$ cat src/hdl/neuron_pkg.sv
////////////////////
// Neuron shared definitions
// Q8.24 types, handshake structs, opcodes and tanh segment constants
////////////////////
package neuron_pkg;

	// Q8.24 signed word and wide accumulator
	typedef logic signed [31:0] fixed_t;
	typedef logic signed [47:0] acc_t;

	localparam int FRAC_BITS = 24;

	localparam fixed_t FIX_ONE = 32'sh0100_0000;
	localparam fixed_t FIX_MAX = 32'sh7FFF_FFFF;
	localparam fixed_t FIX_MIN = 32'sh8000_0000;

	////////////////////
	// Tanh segment table
	////////////////////

	// Upper bounds of each segment, inclusive
	localparam fixed_t TANH_BP0 = 32'sh0033_3333;
	localparam fixed_t TANH_BP1 = FIX_ONE;
	localparam fixed_t TANH_BP2 = 32'sh01B8_51EC;
	localparam fixed_t TANH_BP3 = 32'sh0200_0000;

	// Offsets added to the scaled magnitude
	localparam fixed_t TANH_K1 = 32'sh000C_CCCD;
	localparam fixed_t TANH_K2 = 32'sh0080_0000;
	localparam fixed_t TANH_K3 = 32'sh00B8_51EC;

	////////////////////
	// Opcodes and states
	////////////////////

	typedef enum logic [1:0] {
		ACT_LINEAR = 2'd0,
		ACT_RELU   = 2'd1,
		ACT_TANH   = 2'd2
	} act_op_e;

	typedef enum logic [2:0] {
		ST_IDLE = 3'd0,
		ST_LOAD = 3'd1,
		ST_ACC  = 3'd2,
		ST_ACT  = 3'd3,
		ST_ACK  = 3'd4
	} ctrl_state_e;

	// Request side fields other than the operand vectors
	typedef struct packed {
		act_op_e op;
		fixed_t  bias;
	} neuron_req_t;

	// Result and pre-activation overflow flag
	typedef struct packed {
		fixed_t value;
		logic   sat;
	} neuron_rsp_t;

	typedef struct packed {
		logic load;
		logic acc_en;
	} mac_cmd_t;

endpackage

$ cat src/hdl/tanh_pwl.sv
////////////////////
// Piecewise-linear tanh
// Four shift-and-add segments on the magnitude, sign restored after
////////////////////
`timescale 1ns/1ps

module tanh_pwl (
	input  neuron_pkg::fixed_t i_x,
	output neuron_pkg::fixed_t o_y
);

	logic               neg;
	neuron_pkg::fixed_t a;
	neuron_pkg::fixed_t a_half;
	neuron_pkg::fixed_t a_qtr;
	neuron_pkg::fixed_t a_eighth;
	neuron_pkg::fixed_t y_mag;

	assign neg = i_x[31];

	////////////////////
	// Magnitude
	////////////////////
	always_comb
	begin
		// Most negative input has no positive twin
		if (i_x == neuron_pkg::FIX_MIN)
			a = neuron_pkg::FIX_MAX;
		else if (neg)
			a = -i_x;
		else
			a = i_x;
	end

	// Magnitude is never negative so plain shifts are safe
	assign a_half   = a >> 1;
	assign a_qtr    = a >> 2;
	assign a_eighth = a >> 3;

	////////////////////
	// Segment select
	////////////////////
	always_comb
	begin
		if (a <= neuron_pkg::TANH_BP0)
		begin
			// Near zero tanh follows the input
			y_mag = a;
		end
		else if (a <= neuron_pkg::TANH_BP1)
		begin
			y_mag = a_half + a_qtr + neuron_pkg::TANH_K1;
		end
		else if (a <= neuron_pkg::TANH_BP2)
		begin
			y_mag = a_qtr + neuron_pkg::TANH_K2;
		end
		else if (a <= neuron_pkg::TANH_BP3)
		begin
			y_mag = a_eighth + neuron_pkg::TANH_K3;
		end
		else
		begin
			// Saturated region
			y_mag = neuron_pkg::FIX_ONE;
		end
	end

	assign o_y = neg ? -y_mag : y_mag;

	// Output stays within the unit range
	always_comb
	begin
		assert ((o_y <= neuron_pkg::FIX_ONE) && (o_y >= -neuron_pkg::FIX_ONE))
			else $error("tanh output %h outside unit range", o_y);
	end

endmodule

$ cat src/hdl/neuron_mac.sv
////////////////////
// Neuron MAC
// Operand capture, one Q8.24 product per cycle, saturated sum
////////////////////
`timescale 1ns/1ps

module neuron_mac #(
	parameter int N_INPUTS = 4,
	localparam int IDX_W = (N_INPUTS > 1) ? $clog2(N_INPUTS) : 1,
	localparam int FW    = $bits(neuron_pkg::fixed_t),
	localparam int VEC_W = N_INPUTS * FW
) (
	input  logic                  i_clk,
	input  logic                  i_arst_n,
	input  neuron_pkg::mac_cmd_t  i_cmd,
	input  logic [IDX_W-1:0]      i_idx,
	input  neuron_pkg::fixed_t    i_bias,
	input  logic [VEC_W-1:0]      i_x,
	input  logic [VEC_W-1:0]      i_w,
	output neuron_pkg::fixed_t    o_sum,
	output logic                  o_ovf
);

	// Clamp limits widened to accumulator size
	localparam neuron_pkg::acc_t SAT_HI = neuron_pkg::acc_t'(neuron_pkg::FIX_MAX);
	localparam neuron_pkg::acc_t SAT_LO = neuron_pkg::acc_t'(neuron_pkg::FIX_MIN);

	neuron_pkg::fixed_t x_q [N_INPUTS];
	neuron_pkg::fixed_t w_q [N_INPUTS];
	neuron_pkg::fixed_t x_sel;
	neuron_pkg::fixed_t w_sel;
	logic signed [63:0] prod;
	neuron_pkg::acc_t   prod_sh;
	neuron_pkg::acc_t   acc_q;

	// Operand capture on load
	always_ff @(posedge i_clk)
	begin
		if (i_cmd.load)
		begin
			for (int k = 0; k < N_INPUTS; k++)
			begin
				x_q[k] <= i_x[k*FW +: FW];
				w_q[k] <= i_w[k*FW +: FW];
			end
		end
	end

	////////////////////
	// Multiply
	////////////////////
	assign x_sel = x_q[i_idx];
	assign w_sel = w_q[i_idx];

	// Full Q16.48 product, truncated back to 24 fraction bits
	assign prod    = x_sel * w_sel;
	assign prod_sh = neuron_pkg::acc_t'(prod >>> neuron_pkg::FRAC_BITS);

	always_ff @(posedge i_clk or negedge i_arst_n)
	begin
		if (!i_arst_n)
			acc_q <= '0;
		else if (i_cmd.load)
			acc_q <= neuron_pkg::acc_t'(i_bias);
		else if (i_cmd.acc_en)
			acc_q <= acc_q + prod_sh;
	end

	////////////////////
	// Saturation
	////////////////////
	always_comb
	begin
		o_ovf = 1'b1;
		if (acc_q > SAT_HI)
			o_sum = neuron_pkg::FIX_MAX;
		else if (acc_q < SAT_LO)
			o_sum = neuron_pkg::FIX_MIN;
		else
		begin
			o_sum = acc_q[FW-1:0];
			o_ovf = 1'b0;
		end
	end

	a_idx_range: assert property (@(posedge i_clk) disable iff (!i_arst_n)
		i_cmd.acc_en |-> (int'(i_idx) < N_INPUTS))
		else $error("MAC index %0d out of range", i_idx);

endmodule

$ cat src/hdl/neuron_ctrl.sv
////////////////////
// Neuron controller
// Four-phase handshake, MAC sequencing and activation result register
////////////////////
`timescale 1ns/1ps

module neuron_ctrl #(
	parameter int N_INPUTS = 4,
	localparam int IDX_W = (N_INPUTS > 1) ? $clog2(N_INPUTS) : 1
) (
	input  logic                     i_clk,
	input  logic                     i_arst_n,
	input  logic                     i_req,
	input  neuron_pkg::neuron_req_t  i_req_data,
	input  neuron_pkg::fixed_t       i_sum,
	input  logic                     i_ovf,
	input  neuron_pkg::fixed_t       i_tanh,
	output logic                     o_ack,
	output neuron_pkg::neuron_rsp_t  o_rsp,
	output neuron_pkg::mac_cmd_t     o_mac_cmd,
	output logic [IDX_W-1:0]         o_idx
);

	neuron_pkg::ctrl_state_e state_q;
	neuron_pkg::ctrl_state_e state_d;
	neuron_pkg::act_op_e     op_q;
	neuron_pkg::fixed_t      act_y;
	logic [IDX_W-1:0]        idx_q;
	logic                    last_idx;

	assign last_idx = (idx_q == IDX_W'(N_INPUTS - 1));

	////////////////////
	// Next state
	////////////////////
	always_comb
	begin
		state_d = state_q;
		case (state_q)
			neuron_pkg::ST_IDLE:
				// Previous handshake must be fully closed
				if (i_req && !o_ack)
					state_d = neuron_pkg::ST_LOAD;
			neuron_pkg::ST_LOAD:
				state_d = neuron_pkg::ST_ACC;
			neuron_pkg::ST_ACC:
				if (last_idx)
					state_d = neuron_pkg::ST_ACT;
			neuron_pkg::ST_ACT:
				state_d = neuron_pkg::ST_ACK;
			neuron_pkg::ST_ACK:
				// Stay here while the requester holds i_req
				if (!i_req && o_ack)
					state_d = neuron_pkg::ST_IDLE;
			default:
				state_d = neuron_pkg::ST_IDLE;
		endcase
	end

	// Activation chosen by the latched opcode
	always_comb
	begin
		case (op_q)
			neuron_pkg::ACT_RELU:
				act_y = (i_sum < 0) ? '0 : i_sum;
			neuron_pkg::ACT_TANH:
				act_y = i_tanh;
			default:
				act_y = i_sum;
		endcase
	end

	////////////////////
	// Registers
	////////////////////
	always_ff @(posedge i_clk or negedge i_arst_n)
	begin
		if (!i_arst_n)
		begin
			state_q <= neuron_pkg::ST_IDLE;
			op_q    <= neuron_pkg::ACT_LINEAR;
			idx_q   <= '0;
			o_ack   <= 1'b0;
			o_rsp   <= '0;
		end
		else
		begin
			state_q <= state_d;
			// One cycle behind the state so ack rises and falls a cycle late
			o_ack   <= (state_q == neuron_pkg::ST_ACK);

			if (state_q == neuron_pkg::ST_IDLE && state_d == neuron_pkg::ST_LOAD)
				op_q <= i_req_data.op;

			if (state_q == neuron_pkg::ST_ACC)
				idx_q <= last_idx ? '0 : idx_q + 1'b1;

			// Result held until the next request reaches ST_ACT
			if (state_q == neuron_pkg::ST_ACT)
			begin
				o_rsp.value <= act_y;
				o_rsp.sat   <= i_ovf;
			end
		end
	end

	assign o_mac_cmd.load   = (state_q == neuron_pkg::ST_LOAD);
	assign o_mac_cmd.acc_en = (state_q == neuron_pkg::ST_ACC);
	assign o_idx            = idx_q;

	////////////////////
	// Protocol checks
	////////////////////
	a_ack_needs_req: assert property (@(posedge i_clk) disable iff (!i_arst_n)
		$rose(o_ack) |-> $past(i_req))
		else $error("o_ack rose without a pending request");

	a_req_after_ack: assert property (@(posedge i_clk) disable iff (!i_arst_n)
		$rose(i_req) |-> !o_ack)
		else $error("i_req rose while o_ack still high");

	// Accumulate run always opens right after the operand load
	a_acc_after_load: assert property (@(posedge i_clk) disable iff (!i_arst_n)
		$rose(o_mac_cmd.acc_en) |-> $past(o_mac_cmd.load))
		else $error("MAC accumulate started without an operand load");

endmodule

$ cat src/hdl/neuron_top.sv
////////////////////
// Neuron top level
// Controller, MAC and tanh joined behind a req/ack handshake
////////////////////
`timescale 1ns/1ps

module neuron_top #(
	parameter int N_INPUTS = 4,
	localparam int IDX_W = (N_INPUTS > 1) ? $clog2(N_INPUTS) : 1,
	localparam int VEC_W = N_INPUTS * $bits(neuron_pkg::fixed_t)
) (
	input  logic                     i_clk,
	input  logic                     i_arst_n,
	input  logic                     i_req,
	input  neuron_pkg::neuron_req_t  i_req_data,
	input  logic [VEC_W-1:0]         i_x,
	input  logic [VEC_W-1:0]         i_w,
	output logic                     o_ack,
	output neuron_pkg::neuron_rsp_t  o_rsp
);

	neuron_pkg::mac_cmd_t mac_cmd;
	logic [IDX_W-1:0]     mac_idx;
	neuron_pkg::fixed_t   mac_sum;
	logic                 mac_ovf;
	neuron_pkg::fixed_t   tanh_y;

	neuron_ctrl #(.N_INPUTS(N_INPUTS)) u_ctrl (
		.i_clk      (i_clk),
		.i_arst_n   (i_arst_n),
		.i_req      (i_req),
		.i_req_data (i_req_data),
		.i_sum      (mac_sum),
		.i_ovf      (mac_ovf),
		.i_tanh     (tanh_y),
		.o_ack      (o_ack),
		.o_rsp      (o_rsp),
		.o_mac_cmd  (mac_cmd),
		.o_idx      (mac_idx)
	);

	neuron_mac #(.N_INPUTS(N_INPUTS)) u_mac (
		.i_clk    (i_clk),
		.i_arst_n (i_arst_n),
		.i_cmd    (mac_cmd),
		.i_idx    (mac_idx),
		.i_bias   (i_req_data.bias),
		.i_x      (i_x),
		.i_w      (i_w),
		.o_sum    (mac_sum),
		.o_ovf    (mac_ovf)
	);

	// Tanh works on the saturated sum
	tanh_pwl u_tanh (
		.i_x (mac_sum),
		.o_y (tanh_y)
	);

endmodule

$ cat config.mk
export PLATFORM = sky130hd
export DESIGN_NAME = neuron_top
export DESIGN_NICKNAME = d
export VERILOG_FILES = /design/src/hdl/neuron_pkg.sv /design/src/hdl/tanh_pwl.sv /design/src/hdl/neuron_mac.sv /design/src/hdl/neuron_ctrl.sv /design/src/hdl/neuron_top.sv
export SDC_FILE = /design/constraint.sdc
export NUM_CORES = 2
export LEC_CHECK = 0
export BUFFER_PORTS_ARGS = -buffer_cell sky130_fd_sc_hd__clkbuf_2
export CAP_MARGIN = 40
export CORE_ASPECT_RATIO = 2
export CORE_UTILIZATION = 58
export CTS_BUF_LIST = sky130_fd_sc_hd__clkbuf_16
export DETAILED_ROUTE_END_ITERATION = 7
export GPL_TIMING_DRIVEN = 1
export HOLD_SLACK_MARGIN = 0.12
export PLACE_DENSITY = 0.79
export SYNTH_ARGS = -nofsm -noshare
export SYNTH_HDL_FRONTEND = slang
export SYNTH_SLANG_ARGS = --single-unit
$ cat constraint.sdc
create_clock -name i_clk -period 12.5 [get_ports i_clk]
set_clock_uncertainty 0.15 [all_clocks]
set_input_delay 1.25 -clock i_clk [delete_from_list [all_inputs] [get_ports i_clk]]
set_output_delay 1.25 -clock i_clk [all_outputs]
set_load 0.1 [all_outputs]
==> out/results.tsv, run 1 <==
metric	value	unit
post-cts hold buffer count	0	
CTS buffer count	31	
Synthesis Warnings	0	
Total GRT Usage	69.25	%
Gate Count Post-Synth	6021	
dominant cell type by area after synthesis	fa_1	
post-synth top area share	38.04	%
CTS Buffer Depth	3	
Mean Syn Cell Area	9.467	µm²
Stopped at	global routing (5_1_grt)	
CTS Root Cell	clkbuf_16	
status	aborted with a tool error	
number of synthesized flops with an enable pin	256	
Yosys reg bits	345	
row count	162	
Synth cell types	98	
vias in the first global route	64341	
Initial Util	58.46	%
Main synth FF type	edfxtp_1	
Synth Cell Area	0.05700	mm²
Seq/Total Area, Yosys	17.39	%
largest net degree at the start of global routing	202	
first-pass GRT wire length	498.8	mm
I/O pin count	327	
Err	[ERROR GRT-0116] Global routing finished with congestion. Check the congestion regions in the DRC Viewer.	
total clock sinks	345	
synthesized net count	7746	
Die H	445.3	µm
# port buffers	326	
RD Place Congestion	1.133	
Die W	223.7	µm
ys async rst share	25.80	%
H-tree levels	1	
Post-DP HPWL	215.2	mm
GRT overflow	348	
Synth area leaders	fa_1 (38%), edfxtp_1 (13%), ha_1 (7.7%)	
==> cell usage after synthesis (20+ instances only) <==
cell type	instances
o21ai_1	41
nand2_1	750
a21o_1	39
nand2b_1	24
buf_1	34
a211oi_1	25
nor4_1	25
fa_1	1083
a21oi_1	209
inv_1	1104
dfrtp_1	89
and2_1	42
and3_1	22
xor2_1	55
clkbuf_1	236
o21a_1	96
nor3_1	57
o21ai_0	175
o31ai_1	22
xnor2_1	104
mux2_2	59
mux2i_1	65
nor2_1	631
a31oi_1	31
o221ai_1	20
or3_1	24
nand4_1	30
nand3_1	53
edfxtp_1	256
ha_1	349
nor2b_1	20
==> kinds of logic after synthesis <==
kind of cell,Yosys count,synth area share (%)
xor gates and xnor gates,160,2.485
DFF,345,17.39
AOI/OAI and AO/OA,817,9.257
buffers and inverters,1390,9.202
muxes,138,2.860
adders and majority gates,1432,45.70
and+or+nand+nor,1739,13.10
==> routing by layer <==
metal | GRT overflow | global-route usage (%)
met2 | 215 | 94.24
met3 | 1 | 44.19
met5 | 0 | 11.41
met1 | 2 | 66.63
met4 | 130 | 74.70
==> timing repair <==
item                       in CTS
setup buffers                  36
pin swaps                      97
resized for setup             168
setup endpoints to repair      15
cloned                          3
==> per-stage QoR <==
| stage | setup slack (ns) | instances | cell area [µm²] |
|---|---|---|---|
| floorplan | 0.01798 | 6021 | 57050 |
| global placement | -1.110 | 8084 | 65390 |
| detailed placement | -1.352 | 8095 | 65510 |
| CTS | -0.1948 | 8188 | 67500 |
==> inputs of run 2 (changes only) <==
Settings changed: CORE_ASPECT_RATIO 2 to unset, CORE_UTILIZATION 58 to 40, CTS_BUF_LIST sky130_fd_sc_hd__clkbuf_16 to unset, HOLD_SLACK_MARGIN 0.12 to unset, PLACE_DENSITY 0.79 to unset, PLACE_DENSITY_LB_ADDON set to 0.15.
Clock period 12.5 ns to 16.2 ns, I/O delays scaled along.
==> out/results.tsv, run 2 <==
metric	value	unit	change
Die H	379.5	µm	-15%
Fin Hold WS	0.3338	ns	
Main synth FF type	edfxtp_1		
Final ANT Viol Nets	0		
CTS Buffer Depth	3		unchanged
Initial Util	40.31	%	-18 points
CTS Root Cell	clkbuf_16		
sequential cell area	0.009923	mm²	
worst hold path type	flip-flop to flip-flop		
Total GRT Usage	28.98	%	
Rel. slew slack	35.10	%	
DR vias/cell	5.394		
kind of end point of the critical path	flip-flop		
row count	138		-15%
RD Place Congestion	0.9519		-16%
Total Neg Setup Slack	0	ns	
Worst-path clk slew	0.07	ns	
Mean Syn Cell Area	9.467	µm²	unchanged
Die W	379.5	µm	+70%
final hold vios	0		
H-tree levels	2		+1
Finished Core Util	44.38	%	
first-pass GRT wire length	306.2	mm	
drt total wl	202.2	mm	
Multi-input gate area	0.04198	mm²	
number of iterations in the first detailed-routing pass	6		
vias in the first global route	47408		
Finish-stage setup viols	0		
CTS buffer count	39		+26%
crit-path max cell delay	0.84	ns	
post-synth top area share	38.04	%	unchanged
ys async rst share	25.80	%	unchanged
CP dominant cell by count	fa_1		
arrival time at the worst endpoint	14.99	ns	
Yosys reg bits	345		unchanged
kind of start point of the critical path	flip-flop		
initial antenna violation count	11		
commonest non-fill, non-tap cell in the layout	inv_1		
required time worst endpoint	16.58	ns	
Post-DP HPWL	163.2	mm	-24%
biggest regs	u_mac.w_q: 128 flops, u_mac.x_q: 128 flops, u_mac.acc_q: 48 flops		
Slew Viols, Final	0		
full die area	0.1440	mm²	
number of synthesized flops with an enable pin	256		unchanged
CTS-repair resized insts	0		-100%
largest net degree at the start of global routing	99		
DR DRC count	0		
DR iter-0 viols	3167		
Core Area	0.1414	mm²	
most frequent cells in the layout	inv_1 (1103), fa_1 (1083), nand2_1 (749), nor2_1 (631), ha_1 (349)		
# port buffers	326		unchanged
Area growth syn-to-layout	10.10	%	
Post-CTS Setup Inserts	0		-100%
Max-Cap Viols	0		
post-cts hold buffer count	0		unchanged
status	completed		
I/O pin count	327		unchanged
period utilisation layout	90.21	%	
filler instances	13854		
CTS tree	yes		
Gate Count Post-Synth	6021		unchanged
via count	44205		
crit path kind	flip-flop to flip-flop		
Max FO, Critical Path	35		
WL/cell	24.68	µm	
Synth Cell Area	0.05700	mm²	unchanged
share of layout cells above drive strength 1	10.92	%	
slowest CP cell	dfrtp_4		
dominant cell type by area after synthesis	fa_1		
# nets final	7996		
worst-margin pin slew	0.9699	ns	
fmax	0.06842	GHz	
Clk Latency, worst-skew pair	0.61	ns	
Synthesis Warnings	0		unchanged
most numerous cell in the Yosys netlist	inv_1		
RSZ-0062 raised after global routing	no		
GRT overflow	0		
Min Clock Period, post-route	14.61	ns	
synth cell count leaders	inv_1 (1104), fa_1 (1083), nand2_1 (750)		
total clock sinks	345		unchanged
synthesized net count	7746		unchanged
Synth area leaders	fa_1 (38%), edfxtp_1 (13%), ha_1 (7.7%)		
Seq/Total Area, Yosys	17.39	%	unchanged
Synth cell types	98		unchanged
[run 2: cell counts after synthesis]
No cell type changed its count.
[run 2: worst max-delay path: cells and delay by family (launching register included)]
kind	cells	cell delay (ns)
mux	1	0.24
flops	1	0.84
xor+xnor	2	0.49
fa+ha+maj	10	4.76
compound gates	19	5.29
buf+inv	9	1.25
simple gates	7	1.42
[run 2: per-layer routing]
metal,track usage [%],wire (µm),vias to the layer above
met5,0,67,-
met3,4.118,12810,413
met2,50.00,100300,1678
met1,35.94,78230,22592
met4,12.88,10830,10
li1,-,-,19512
[run 2: per-stage QoR]
step           instance area [µm²]  cells  worst slack [ns]
2_1_floorplan                57000   6021             2.778
3_3_place_gp                 61150   8095             1.192
3_5_place_dp                 61480   8120             1.717
4_1_cts                      62750   8191             1.671
5_1_grt                      62750   8193            0.7643
6_report                     62760   8195             1.585
[run 2: path summary, 6_finish.rpt]
check                                 from                end  slack (ns)  depth (start not counted)
min                        u_ctrl.o_rsp[3]    u_ctrl.o_rsp[3]        0.33                          2
max reg2reg                u_ctrl.o_idx[1]    u_mac.acc_q[47]        1.59                         48
min in group asynchronous         i_arst_n  u_ctrl.state_q[2]        0.85                          1
max in group asynchronous         i_arst_n    u_mac.acc_q[47]       13.92                          2
max                        u_ctrl.o_idx[1]    u_mac.acc_q[47]        1.59                         48
min reg2reg                u_ctrl.o_rsp[3]    u_ctrl.o_rsp[3]        0.33                          2
[run 2: final cells by class]
cell class	count	share of cell area, %
sequential	345	15.81
multi-input combinational	4286	66.89
inverter	1107	6.633
antenna	4	0.01595
clock buffer	47	1.635
timing repair buffer	492	4.861
clock inverter	24	0.3808
tap	1890	3.768
[run 2: cells by family after synthesis]
logic type,count (synthesis),share of synthesized area [%]
AND/OR/NAND/NOR,1739,13.10
adder cells (fa/ha/maj),1432,45.70
buffers and inverters,1390,9.202
AO/OA/AOI/OAI,817,9.257
flip-flops,345,17.39
XOR/XNOR,160,2.485
multiplexers,138,2.860
Power of run 2 is left out: the tool's default activity adds up to more than one toggle a clock period on the data nets, which glitch-free logic cannot reach.
